==> config.mk <==
export PLATFORM = sky130hd
export DESIGN_NAME = priv_monitor_top
export DESIGN_NICKNAME = d
export VERILOG_FILES = /design/src/hdl/privcheck_pkg.sv /design/src/hdl/insn_rule_check.sv /design/src/hdl/csr_state_check.sv /design/src/hdl/report_merge.sv /design/src/hdl/priv_monitor_top.sv
export SDC_FILE = /design/constraint.sdc
export NUM_CORES = 1
export LEC_CHECK = 0
export BUFFER_PORTS_ARGS = -buffer_cell sky130_fd_sc_hd__buf_2
export CAP_MARGIN = 20
export CORE_AREA = 2 2 132 134
export CTS_BUF_LIST = sky130_fd_sc_hd__clkbuf_2 sky130_fd_sc_hd__clkbuf_4 sky130_fd_sc_hd__clkbuf_8
export CTS_CLUSTER_DIAMETER = 30
export CTS_CLUSTER_SIZE = 12
export DETAILED_ROUTE_END_ITERATION = 10
export DIE_AREA = 0 0 134 136
export PLACE_DENSITY = 0.64
export SYNTH_ARGS = -nofsm -noshare
export SYNTH_HDL_FRONTEND = slang
export SYNTH_HIERARCHICAL = 1
export SYNTH_SLANG_ARGS = --single-unit
export TNS_END_PERCENT = 50
==> constraint.sdc <==
create_clock -name clk_i -period 3.1 [get_ports clk_i]
set_input_delay 0.62 -clock clk_i [delete_from_list [all_inputs] [get_ports clk_i]]
set_output_delay 0.62 -clock clk_i [all_outputs]
set_load 0.02 [all_outputs]
==> src/hdl/privcheck_pkg.sv <==
`default_nettype none

package privcheck_pkg;

  // privilege encodings, only U and M exist
  localparam logic [1:0] MODE_U = 2'b00;
  localparam logic [1:0] MODE_M = 2'b11;

  // misa extension bits
  localparam int MISA_U_POS = 20;
  localparam int MISA_S_POS = 18;
  localparam int MISA_N_POS = 13;

  // mstatus fields
  localparam int MPP_POS  = 11;
  localparam int MPP_LEN  = 2;
  localparam int SPP_POS  = 8;
  localparam int MPRV_POS = 17;
  localparam int TW_POS   = 21;
  localparam int XS_POS   = 15;
  localparam int XS_LEN   = 2;
  localparam int FS_POS   = 13;
  localparam int FS_LEN   = 2;
  localparam int SD_POS   = 31;

  // system instruction words
  localparam logic [31:0] MRET_IDATA    = 32'h3020_0073;
  localparam logic [31:0] URET_IDATA    = 32'h0020_0073;
  localparam logic [31:0] WFI_IDATA     = 32'h1050_0073;
  localparam logic [31:0] WFE_IDATA     = 32'h8c00_0073;
  localparam logic [31:0] CUSTOM0_IDATA = 32'h8c00_0073;
  localparam logic [31:0] CUSTOM1_IDATA = 32'hcc00_0073;
  localparam logic [31:0] CUSTOM_IMASK  = 32'hfc00_707f;

  localparam logic [6:0] OPCODE_SYSTEM = 7'b1110011;

  // N-extension and delegation CSRs, none of them implemented
  localparam logic [11:0] CSRADDR_USTATUS  = 12'h000;
  localparam logic [11:0] CSRADDR_UIE      = 12'h004;
  localparam logic [11:0] CSRADDR_UTVEC    = 12'h005;
  localparam logic [11:0] CSRADDR_USCRATCH = 12'h040;
  localparam logic [11:0] CSRADDR_UEPC     = 12'h041;
  localparam logic [11:0] CSRADDR_UCAUSE   = 12'h042;
  localparam logic [11:0] CSRADDR_UTVAL    = 12'h043;
  localparam logic [11:0] CSRADDR_UIP      = 12'h044;
  localparam logic [11:0] CSRADDR_MEDELEG  = 12'h302;
  localparam logic [11:0] CSRADDR_MIDELEG  = 12'h303;

  // exception causes
  localparam logic [5:0] EXC_ILLEGAL_INSN    = 6'd2;
  localparam logic [5:0] EXC_INSTR_FAULT     = 6'd1;
  localparam logic [5:0] EXC_LOAD_ALIGN_EXT  = 6'd24;
  localparam logic [5:0] EXC_STORE_ALIGN_EXT = 6'd25;

  // bit positions in the report flags
  localparam int RULE_MISA       = 0;
  localparam int RULE_MODE       = 1;
  localparam int RULE_SPP        = 2;
  localparam int RULE_MPP        = 3;
  localparam int RULE_MPRV       = 4;
  localparam int RULE_EXT_BITS   = 5;
  localparam int RULE_MCOUNTEREN = 6;
  localparam int RULE_ILLEGAL    = 7;
  localparam int RULE_NEXT_MODE  = 8;

  localparam int NUM_RULES = 9;
  localparam int ORDER_W   = 64;

  // one instruction word, seen as a plain system op or as a csr op
  typedef union packed {
    struct packed {
      logic [6:0] funct7;
      logic [4:0] rs2;
      logic [4:0] rs1;
      logic [2:0] funct3;
      logic [4:0] rd;
      logic [6:0] opcode;
    } sys;
    struct packed {
      logic [11:0] csr;
      logic [4:0]  rs1;
      logic [2:0]  funct3;
      logic [4:0]  rd;
      logic [6:0]  opcode;
    } csr;
  } insn_word_u;

endpackage

`default_nettype wire

==> src/hdl/insn_rule_check.sv <==
`default_nettype none

module insn_rule_check
  import privcheck_pkg::*;
(
  input  wire logic       clk_i,
  input  wire logic       rst_n,
  input  wire logic       load,
  input  wire logic [1:0] mode,
  input  wire insn_word_u insn,
  input  wire logic       trap,
  input  wire logic [5:0] exc_cause,
  input  wire logic       mstatus_tw,
  output logic            illegal_err,
  output logic            mret_ok,
  output logic            trapped
);

  logic sys_plain;
  logic is_mret;
  logic is_uret;
  logic is_wfi;
  logic is_wfe;
  logic is_custom;
  logic is_csr;
  logic csr_high_level;
  logic csr_absent;
  logic in_umode;
  logic must_be_illegal;
  logic cause_illegal;
  logic cause_higher;
  logic took_illegal;
  logic miss_illegal;
  logic wfi_wrongly_illegal;

  // system op with rs1, funct3 and rd all zero
  assign sys_plain = (insn.sys.opcode == OPCODE_SYSTEM) &&
                     (insn.sys.funct3 == 3'b000) &&
                     (insn.sys.rs1 == 5'd0) &&
                     (insn.sys.rd == 5'd0);

  assign is_mret = sys_plain && ({insn.sys.funct7, insn.sys.rs2} == MRET_IDATA[31:20]);
  assign is_uret = sys_plain && ({insn.sys.funct7, insn.sys.rs2} == URET_IDATA[31:20]);
  assign is_wfi  = sys_plain && ({insn.sys.funct7, insn.sys.rs2} == WFI_IDATA[31:20]);

  // wfe sits inside the custom0 space but is a supported op
  assign is_wfe    = (insn == WFE_IDATA);
  assign is_custom = !is_wfe &&
                     (((insn & CUSTOM_IMASK) == CUSTOM0_IDATA) ||
                      ((insn & CUSTOM_IMASK) == CUSTOM1_IDATA));

  // csrrw/s/c and their immediate forms
  assign is_csr = (insn.csr.opcode == OPCODE_SYSTEM) &&
                  !(insn.csr.funct3 inside {3'b000, 3'b100});

  // address bits 9:8 give the lowest mode allowed to touch the CSR
  assign csr_high_level = (insn.csr.csr[9:8] != MODE_U);

  assign csr_absent = insn.csr.csr inside {
    CSRADDR_USTATUS, CSRADDR_UIE, CSRADDR_UTVEC, CSRADDR_USCRATCH,
    CSRADDR_UEPC, CSRADDR_UCAUSE, CSRADDR_UTVAL, CSRADDR_UIP,
    CSRADDR_MEDELEG, CSRADDR_MIDELEG
  };

  assign in_umode = (mode == MODE_U);

  always_comb begin
    must_be_illegal = 1'b0;
    if (in_umode) begin
      if (is_mret || is_uret || is_custom) begin
        must_be_illegal = 1'b1;
      end
      if (is_wfi && mstatus_tw) begin
        must_be_illegal = 1'b1;
      end
      if (is_csr && csr_high_level) begin
        must_be_illegal = 1'b1;
      end
    end
    // missing CSRs trap in every mode
    if (is_csr && csr_absent) begin
      must_be_illegal = 1'b1;
    end
  end

  assign cause_illegal = (exc_cause == EXC_ILLEGAL_INSN);
  assign cause_higher  = exc_cause inside {
    EXC_INSTR_FAULT, EXC_LOAD_ALIGN_EXT, EXC_STORE_ALIGN_EXT
  };

  // a higher priority fault can take the place of the illegal trap
  assign took_illegal = trap && (cause_illegal || cause_higher);
  assign miss_illegal = must_be_illegal && !took_illegal;

  assign wfi_wrongly_illegal = in_umode && is_wfi && !mstatus_tw && trap && cause_illegal;

  always_ff @(posedge clk_i) begin
    if (!rst_n) begin
      illegal_err <= 1'b0;
      mret_ok     <= 1'b0;
      trapped     <= 1'b0;
    end else if (load) begin
      illegal_err <= miss_illegal || wfi_wrongly_illegal;
      mret_ok     <= is_mret && !trap;
      trapped     <= trap;
    end
  end

endmodule

`default_nettype wire

==> src/hdl/csr_state_check.sv <==
`default_nettype none

module csr_state_check
  import privcheck_pkg::*;
(
  input  wire logic                 clk_i,
  input  wire logic                 rst_n,
  input  wire logic                 load,
  input  wire logic [1:0]           mode,
  input  wire logic [31:0]          misa,
  input  wire logic [31:0]          mstatus_rdata,
  input  wire logic [31:0]          mstatus_wdata,
  input  wire logic [31:0]          mstatus_wmask,
  input  wire logic [31:0]          mcounteren,
  output logic [NUM_RULES-1:0]      state_flags,
  output logic [1:0]                mode_q,
  output logic [1:0]                mpp_q
);

  logic [31:0]          mstatus_post;
  logic [MPP_LEN-1:0]   mpp_post;
  logic [MPP_LEN-1:0]   mpp_read;
  logic [NUM_RULES-1:0] flags_d;

  // written bits come from wdata, all others keep the read value
  assign mstatus_post = (mstatus_wdata & mstatus_wmask) | (mstatus_rdata & ~mstatus_wmask);

  assign mpp_post = mstatus_post[MPP_POS +: MPP_LEN];
  assign mpp_read = mstatus_rdata[MPP_POS +: MPP_LEN];

  always_comb begin
    flags_d = '0;

    // U present, no S and no N
    flags_d[RULE_MISA] = !misa[MISA_U_POS] || misa[MISA_S_POS] || misa[MISA_N_POS];

    flags_d[RULE_MODE] = !(mode inside {MODE_U, MODE_M});

    // no S-mode, so SPP is hardwired
    flags_d[RULE_SPP] = mstatus_rdata[SPP_POS];

    flags_d[RULE_MPP] = !(mpp_post inside {MODE_U, MODE_M});

    // U-mode never runs with modified privilege
    flags_d[RULE_MPRV] = (mode == MODE_U) && mstatus_rdata[MPRV_POS];

    flags_d[RULE_EXT_BITS] = (mstatus_rdata[XS_POS +: XS_LEN] != '0) ||
                             (mstatus_rdata[FS_POS +: FS_LEN] != '0) ||
                             mstatus_rdata[SD_POS];

    flags_d[RULE_MCOUNTEREN] = (mcounteren != 32'd0);
  end

  always_ff @(posedge clk_i) begin
    if (!rst_n) begin
      state_flags <= '0;
      mode_q      <= MODE_M;
      mpp_q       <= MODE_M;
    end else if (load) begin
      state_flags <= flags_d;
      mode_q      <= mode;
      mpp_q       <= mpp_read;
    end
  end

endmodule

`default_nettype wire

==> src/hdl/report_merge.sv <==
`default_nettype none

module report_merge
  import privcheck_pkg::*;
(
  input  wire logic                 clk_i,
  input  wire logic                 rst_n,
  input  wire logic                 s1_valid,
  input  wire logic [ORDER_W-1:0]   s1_order,
  input  wire logic                 advance,
  input  wire logic                 illegal_err,
  input  wire logic                 mret_ok,
  input  wire logic                 trapped,
  input  wire logic [NUM_RULES-1:0] state_flags,
  input  wire logic [1:0]           mode,
  input  wire logic [1:0]           mpp,
  output logic                      out_valid,
  output logic [ORDER_W-1:0]        out_order,
  output logic [NUM_RULES-1:0]      out_flags
);

  logic [1:0]           exp_mode;
  logic                 exp_en;
  logic                 next_mode_err;
  logic                 consume;
  logic [NUM_RULES-1:0] merged;

  assign consume       = advance && s1_valid;
  assign next_mode_err = exp_en && (mode != exp_mode);

  always_comb begin
    merged = state_flags;
    merged[RULE_ILLEGAL]   = merged[RULE_ILLEGAL] | illegal_err;
    merged[RULE_NEXT_MODE] = merged[RULE_NEXT_MODE] | next_mode_err;
  end

  // expected mode of the next retirement
  always_ff @(posedge clk_i) begin
    if (!rst_n) begin
      exp_mode <= MODE_M;
      exp_en   <= 1'b1;
    end else if (consume) begin
      if (trapped) begin
        exp_mode <= MODE_M;
        exp_en   <= 1'b1;
      end else if (mret_ok) begin
        exp_mode <= mpp;
        exp_en   <= 1'b1;
      end else begin
        exp_en <= 1'b0;
      end
    end
  end

  always_ff @(posedge clk_i) begin
    if (!rst_n) begin
      out_valid <= 1'b0;
    end else if (advance) begin
      out_valid <= s1_valid;
    end
  end

  always_ff @(posedge clk_i) begin
    if (consume) begin
      out_order <= s1_order;
      out_flags <= merged;
    end
  end

  // a valid report never carries an unknown flag
  a_flags_known: assert property (
    @(posedge clk_i) disable iff (!rst_n)
    out_valid |-> !$isunknown(out_flags)
  );

endmodule

`default_nettype wire

==> src/hdl/priv_monitor_top.sv <==
`default_nettype none

module priv_monitor_top
  import privcheck_pkg::*;
(
  input  wire logic                 clk_i,
  input  wire logic                 rst_n,
  input  wire logic                 in_valid,
  output logic                      in_ready,
  input  wire logic [ORDER_W-1:0]   in_order,
  input  wire logic [1:0]           in_mode,
  input  wire logic [31:0]          in_insn,
  input  wire logic                 in_trap,
  input  wire logic [5:0]           in_exc_cause,
  input  wire logic [31:0]          in_misa,
  input  wire logic [31:0]          in_mstatus_rdata,
  input  wire logic [31:0]          in_mstatus_wdata,
  input  wire logic [31:0]          in_mstatus_wmask,
  input  wire logic [31:0]          in_mcounteren,
  output logic                      out_valid,
  input  wire logic                 out_ready,
  output logic [ORDER_W-1:0]        out_order,
  output logic [NUM_RULES-1:0]      out_flags
);

  logic                 advance;
  logic                 load;
  logic                 s1_valid;
  logic [ORDER_W-1:0]   s1_order;
  logic                 illegal_err;
  logic                 mret_ok;
  logic                 trapped;
  logic [NUM_RULES-1:0] state_flags;
  logic [1:0]           s1_mode;
  logic [1:0]           s1_mpp;

  // whole pipe moves unless the report is stuck
  assign advance  = !out_valid || out_ready;
  assign in_ready = advance;
  assign load     = in_valid && advance;

  always_ff @(posedge clk_i) begin
    if (!rst_n) begin
      s1_valid <= 1'b0;
    end else if (advance) begin
      s1_valid <= in_valid;
    end
  end

  always_ff @(posedge clk_i) begin
    if (load) begin
      s1_order <= in_order;
    end
  end

  insn_rule_check insn_rule_check_i (
    .clk_i       (clk_i),
    .rst_n       (rst_n),
    .load        (load),
    .mode        (in_mode),
    .insn        (in_insn),
    .trap        (in_trap),
    .exc_cause   (in_exc_cause),
    .mstatus_tw  (in_mstatus_rdata[TW_POS]),
    .illegal_err (illegal_err),
    .mret_ok     (mret_ok),
    .trapped     (trapped)
  );

  csr_state_check csr_state_check_i (
    .clk_i         (clk_i),
    .rst_n         (rst_n),
    .load          (load),
    .mode          (in_mode),
    .misa          (in_misa),
    .mstatus_rdata (in_mstatus_rdata),
    .mstatus_wdata (in_mstatus_wdata),
    .mstatus_wmask (in_mstatus_wmask),
    .mcounteren    (in_mcounteren),
    .state_flags   (state_flags),
    .mode_q        (s1_mode),
    .mpp_q         (s1_mpp)
  );

  report_merge report_merge_i (
    .clk_i       (clk_i),
    .rst_n       (rst_n),
    .s1_valid    (s1_valid),
    .s1_order    (s1_order),
    .advance     (advance),
    .illegal_err (illegal_err),
    .mret_ok     (mret_ok),
    .trapped     (trapped),
    .state_flags (state_flags),
    .mode        (s1_mode),
    .mpp         (s1_mpp),
    .out_valid   (out_valid),
    .out_order   (out_order),
    .out_flags   (out_flags)
  );

  // a stalled report is held until the consumer takes it
  a_report_held: assert property (
    @(posedge clk_i) disable iff (!rst_n)
    out_valid && !out_ready |=> out_valid && $stable(out_order)
  );

endmodule

`default_nettype wire

==> summary.md, run 1 <==
| Metric | Value |
|---|---|
| Slew @ Worst Pin | 650.7 ps |
| Top delay family on crit path | simple AND/OR/NAND/NOR gates |
| Yosys reg bits | between 150 and 200 |
| CP cell instances | buf_2 > or3_4 > or3_4 > a2111oi_2 > o22a_1 > o31ai_1 > a31oi_1 |
| Post-Synthesis Cell Area | ~5300 um2 |
| Total Negative Setup Slacks | 0 ps |
| Async SR Flop Fraction | 0 |
| Synth Flop Type | edfxtp_1 |
| Max Clock Freq | between 0.5 and 0.6 GHz |
| Inserted Clock Buffers | 17 |
| First-pass detailed-route iteration total | 6 |
| Area after DPL | ~6800 um2 |
| Clk_skew | between 10 and 15 ps |
| Post-CTS setup buffers | 0 |
| Slowest stage delay, CP | around 370 ps |
| Kind of critical path | in -> reg |
| Via-to-Cell Ratio | ~4.4 |
| M1 WL | 5130 um |
| Worst IR drop on VDD | ~250 uV |
| CP most frequent cell | or3_4 |
| Final setup margin | 1288 ps |
| Power Density | roughly 580 nW/um2 |
| Via count | ~3400 |
| H-tree depth | 4 |
| Final instance area | 7174 um2 |
| Slew margin rel. | 0.5662 |
| Wire length on met3 | roughly 1200 um |
| First-pass GRT wire length | approximately 18000 um |
| Drt first-iter violations | roughly 210 |
| Tcrit/Tclk final | 0.5844 |
| Antenna Cells | 0 |
| Critical path arrival | 2180 ps |
| Number of top-level pins | between 300 and 400 |
| GRT Overall Usage | 0.1299 |
| Clock root cell | clkbuf_8 |
| PortBufs | 232 |
| Post-route ant nets | 0 |
| Top sig layer | met4 |
| Routed wire per std cell | between 15 and 20 um |
| Worst-Skew Late Latency | roughly 440 ps |
| Post-synth EDFFs | around 140 |
| P&R area growth vs syn | 34.35% |
| Run status | completed |
| Final number of hold-violating endpoints | 0 |
| Gpl congestion | 0.8924 |
| Initial antenna violation count | 0 |
| DR WL met2 | roughly 5300 um |
| Full die area | roughly 18000 um2 |
| Largest net degree at the start of global routing | 48 |
| Gate Count Post-Synth | 281 |
| Overflow after GRT | 0 |
| Post-cts resize count | 0 |
| Setup Viol. Count Final | 0 |
| Vias in the first global route | 3410 |
| TritonCTS Sinks | approximately 160 |
| Final Critical Period | between 1500 and 2000 ps |
| Final wirelength | 11810 um |
| Final layout net count | about 800 |
| Row count | 48 |
| Max Cap Viol | 0 |
| Worst setup EP type | register |
| Yosys cell types | between 40 and 50 |
| CP max-delay cell | or3_4 |
| Total power draw | ~4.2 mW |
| Startpoint types | input pin |
| Die Height | between 100 and 150 um |
| CTS tree | built |
| Final Slew Violations | 0 |
| Layout cells sized above 1 | 0.5156 |
| Fill cells | roughly 1500 |
| Die width | 134 um |
| # hold bufs at CTS | 0 |
| Initial Util | 0.3164 |
| Crit-path max FO | 2 |
| Core ar. | between 15000 and 20000 um2 |
| CTS clk-pin slew, worst paths | roughly 90 ps |
| Synth Warn # | 6 |
| Critical Path RT | roughly 3500 ps |
| HP Class | in -> reg |
| Drt drc | 0 |
| Buf+Inv Stages, Crit Path | 1 |
| Sequential share of the synthesized area | 0.8416 |
| Leak | around 2.9 nW |
| Post-DP HPWL | around 8900 um |
| RSZ-0062 raised after global routing | false |
| Syn avg cell area | 19.00 um2 |
| Pre-CTS setup slack | ~850 ps |
| Clock Path Buffers | 2 |
-- worst register-to-register path: cells and delay by family, from the launching register on --
family                 cells  cell delay (ps)
flip-flops                 1              360
multiplexers               1              230
buffers and inverters      1              350
AND/OR/NAND/NOR            3              740
-- sequential cells by signal, indices dropped and copies added, names as in the netlist --
name	cells
report_merge_i/out_order	64
s1_order	64
report_merge_i/out_flags	9
csr_state_check_i/state_flags	7
csr_state_check_i/mode_q	2
csr_state_check_i/mpp_q	2
report_merge_i/exp_mode	2
insn_rule_check_i/illegal_err	1
insn_rule_check_i/mret_ok	1
insn_rule_check_i/trapped	1
report_merge_i/exp_en	1
report_merge_i/out_valid	1
s1_valid	1
-- path summary, 6_finish.rpt --
path / start / to / slack [ps] / cells past startpoint
worst max-delay path: in_insn[25] / insn_rule_check_i/illegal_err / 1290 / 7
worst min-delay path: in_order[35] / s1_order[35] / 350 / 1
worst min register to register: s1_order[56] / report_merge_i/out_order[56] / 420 / 0
worst max register to register: report_merge_i/out_valid / insn_rule_check_i/trapped / 1320 / 5
-- per-stage QoR --
| step | util | std cells | hold slack [ps] |
|---|---|---|---|
| 6_report | 0.4251 | 770 | 347.1 |
| 4_1_cts | 0.4251 | 770 | 302.3 |
| 5_1_grt | 0.4251 | 770 | 305.2 |
| 3_5_place_dp | 0.4029 | 738 | 404.5 |
| 3_3_place_gp | 0.4029 | 738 | 400.3 |
| 2_1_floorplan | - | 282 | 400.3 |
-- cells in the final DEF, fill, tap and decap left out, types with 5 or more instances in the layout --
cell,netlist,final
a21oi_1,6,6
buf_2,2,232
clkbuf_8,0,17
dfxtp_1,19,19
edfxtp_1,137,137
inv_6,0,5
mux2i_1,10,10
nand2_1,15,15
nor2_1,11,11
nor4_1,9,9
o21ai_0,5,5
-- kinds of logic (layout without fill, tap and decap cells) --
kind of cell | count (synthesis) | count (layout) | synth area share
mux | 10 | 10 | 0.01874
fa+ha+maj | 1 | 1 | 0.002343
buf+inv | 9 | 272 | 0.008200
flops | 156 | 156 | 0.8416
other cells | 1 | 2 | 0.0007022
compound gates | 25 | 25 | 0.03093
simple gates | 76 | 76 | 0.09255
xor+xnor | 3 | 3 | 0.004921
-- layer usage --
metal | vias to the layer above | global-route usage
li1 | 1603 | -
met1 | 1574 | 0.1660
met2 | 196 | 0.1983
met3 | 13 | 0.05071
met4 | 0 | 0.05319
met5 | - | 0
-- cells in the mapped netlist (2+ instances only) --
master / number / area share
a21oi_1: 6 / 0.0056
a31oi_1: 3 / 0.0035
buf_2: 2 / 0.0019
buf_4: 2 / 0.0028
dfxtp_1: 19 / 0.071
edfxtp_1: 137 / 0.77
inv_1: 5 / 0.0035
mux2i_1: 10 / 0.019
nand2_1: 15 / 0.011
nand2b_1: 4 / 0.0047
nand4_1: 4 / 0.0047
nor2_1: 11 / 0.0077
nor2b_1: 2 / 0.0023
nor3_1: 3 / 0.0028
nor3b_1: 3 / 0.0042
nor4_1: 9 / 0.011
nor4b_1: 3 / 0.0049
o21ai_0: 5 / 0.0047
o22ai_1: 2 / 0.0023
o31ai_1: 2 / 0.0028
or2_2: 2 / 0.0023
or3_4: 2 / 0.0042
or4b_1: 3 / 0.0056
xor2_1: 2 / 0.0033
-- power breakdown --
part,internal (mW),switching [mW],leakage [nW]
logic,0.133,0.190,1.21
clock network,0.658,0.769,0.184
registers,2.41,0.0317,1.46
-- cell type report --
cell class | count | area, um2 | area share
flip-flops and latches | 156 | 4494 | 0.6264
inverters | 5 | 20.02 | 0.002790
clock inverters | 14 | 133.9 | 0.01866
clock buffers | 18 | 241.5 | 0.03366
repair buffers | 235 | 1196 | 0.1667
well taps | 225 | 281.5 | 0.03924
multi-input cells | 117 | 807.0 | 0.1125
Note: power is estimated with default switching activity, not from simulation.
==> run 2: changes to the inputs <==
- ABC_AREA: not set -> 1
- CORE_AREA: 2 2 132 134 -> 2 2 134 136
- DIE_AREA: 0 0 134 136 -> 0 0 136 138
- clock period: 3.1 -> 1.8 ns (I/O delays scaled with it)
==> summary.md, run 2 <==
| Metric | Value |
|---|---|
| Run status | completed |
| Yosys cell types | 33 |
| Gpl congestion | ~0.79 |
| Layout cells sized above 1 | 0.4641 |
| Syn avg cell area | between 10 and 15 um2 |
| Die Height | between 100 and 150 um |
| Routed wire per std cell | between 10 and 15 um |
| Vias in the first global route | about 3800 |
| Power Density | about 990 nW/um2 |
| Top post-synthesis cells by area | edfxtp_1 (74%), dfxtp_1 (6.9%), nor2_1 (3.9%), nand2_1 (3.5%), inv_1 (2.1%) |
| Max Cap Viol | 0 |
| Startpoint types | register |
| Kind of critical path | reg -> out |
| First-pass detailed-route iteration total | 6 |
| Sequential share of the synthesized area | 0.8125 |
| Share of the synthesized area in the top cell type | 0.7437 |
| Most frequent cells in the layout | buf_2 (232), edfxtp_1 (137), nor2_1 (57), nand2_1 (51), inv_1 (28) |
| DP Cell Count | 837 |
| Initial antenna violation count | 0 |
| Final setup margin | between 300 and 400 ps |
| Critical Path RT | between 1000 and 1500 ps |
| Number of top-level pins | 344 |
| Synth Warn # | 6 |
| Critical path arrival | 1080 ps |
| H-tree depth | 4 |
| CP cell instances | buf_2 |
| Post-CTS setup buffers | 0 |
| HP Class | in -> reg |
| Most common cell after layout, fill and taps aside | buf_2 |
| Post-cts resize count | 0 |
| Row count | between 40 and 50 |
| Tcrit/Tclk final | 0.8014 |
| Buf+Inv Stages, Crit Path | 1 |
| Max Clock Freq | between 0.6 and 0.7 GHz |
| GRT Overall Usage | 0.1423 |
| Top delay family on crit path | flip-flops |
| Area after DPL | 7066 um2 |
| Total Negative Setup Slacks | 0 ps |
| Hold_ws | slightly above 80 ps |
| Worst setup EP type | output pin |
| Post-synth top cells | edfxtp_1 (137), nor2_1 (57), nand2_1 (51), inv_1 (31), dfxtp_1 (19) |
| Drt drc | 0 |
| # hold bufs at CTS | 0 |
| Gate Count Post-Synth | about 370 |
| CTS tree | built |
| Final wirelength | 12970 um |
| Clock root cell | clkbuf_8 |
| Final layout net count | about 900 |
| Worst-Skew Late Latency | between 400 and 500 ps |
| Final instance area | 7462 um2 |
| Via-to-Cell Ratio | between 4 and 5 |
| Leak | between 3 and 4 nW |
| Crit-path max FO | 1 |
| Post-route ant nets | 0 |
| Clock Path Buffers | 2 |
| Die width | around 140 um |
| Synth Flop Type | edfxtp_1 |
| Post-synth top area cell | edfxtp_1 |
| PortBufs | ~230 |
| P&R area growth vs syn | 34.90% |
| Slowest stage delay, CP | about 450 ps |
| Fin util | 0.4256 |
| Worst IR drop on VDD | about 560 uV |
| Drt first-iter violations | 259 |
| Full die area | roughly 19000 um2 |
| Most numerous cell in the Yosys netlist | edfxtp_1 |
| Inserted Clock Buffers | 17 |
| Post-Layout Cell Count | between 800 and 900 |
| RSZ-0062 raised after global routing | false |
| TritonCTS Sinks | 156 |
| Core ar. | 17530 um2 |
| Top Registers | report_merge_i/out_order: 64 flops, s1_order: 64 flops, report_merge_i/out_flags: 9 flops |
| Yosys reg bits | between 150 and 200 |
| Post-Synthesis Cell Area | around 5500 um2 |
| Largest net degree at the start of global routing | 65 |
| CTS clk-pin slew, worst paths | ~90 ps |
| Total power draw | about 7.4 mW |
| Pre-CTS setup slack | ~270 ps |
| CP max-delay cell | edfxtp_1 |
| Final Slew Violations | 0 |
| Via count | approximately 3700 |
| Clk_skew | roughly 5.7 ps |
| Post-DP HPWL | ~10000 um |
| Initial Util | 0.3155 |
| First-pass GRT wire length | between 15000 and 20000 um |
| Async SR Flop Fraction | 0 |
| Final number of hold-violating endpoints | 0 |
| Post-synth EDFFs | 137 |
| Overflow after GRT | 0 |
| Antenna Cells | 0 |
| Final Critical Period | 1442 ps |
| Setup Viol. Count Final | 0 |
==> run 2: changes by cell type after synthesis, moves of 4 or more <==
cell      before  now
inv_1          5   31
mux2i_1       10    0
nand2_1       15   51
nand2_2        0    4
nand2b_1       4    0
nand3_1        1   12
nor2_1        11   57
nor2_2         0    4
nor4_1         9    2
o211ai_2       0    4
o21ai_0        5   11
==> run 2: area by class of cell <==
type                            instances  area, um2
Clock buffer                           17      234.0
Clock inverter                         15      162.7
Fill cell                            1652      10070
Inverter                               34      142.6
Multi-Input combinational cell        179      887.1
Sequential cell                       156       4498
Tap cell                              229      286.5
Timing Repair Buffer                  239       1251
==> run 2: worst paths after layout <==
check | end | start | slack, ps | depth (start not counted)
max | out_order[47] | report_merge_i/out_order[47] | 360 | 1
min | s1_order[48] | in_order[48] | 80 | 1
max reg2reg | insn_rule_check_i/mret_ok | report_merge_i/out_valid | 440 | 8
min reg2reg | report_merge_i/out_order[30] | s1_order[30] | 420 | 0
==> run 2: cell families after synthesis <==
logic type	share of synthesized area
AO/OA/AOI/OAI	0.03913
XOR/XNOR	0.001584
adder cells (fa/ha/maj)	0.002262
buffers and inverters	0.03121
flip-flops	0.8125
other	0.0006779
AND/OR/NAND/NOR	0.1126
==> run 2: power by group <==
group	leakage, nW	internal [mW]	switching (mW)
combinational	1.46	0.246	0.363
sequential	1.46	4.16	0.0656
clock	0.200	1.26	1.30
==> run 2: layer usage <==
metal,track usage,share of wire,up-vias
met1,0.1536,0.38,1706
li1,-,-,1813
met5,0,0,-
met2,0.2550,0.51,182
met4,0.05154,0.016,0
met3,0.04950,0.094,18
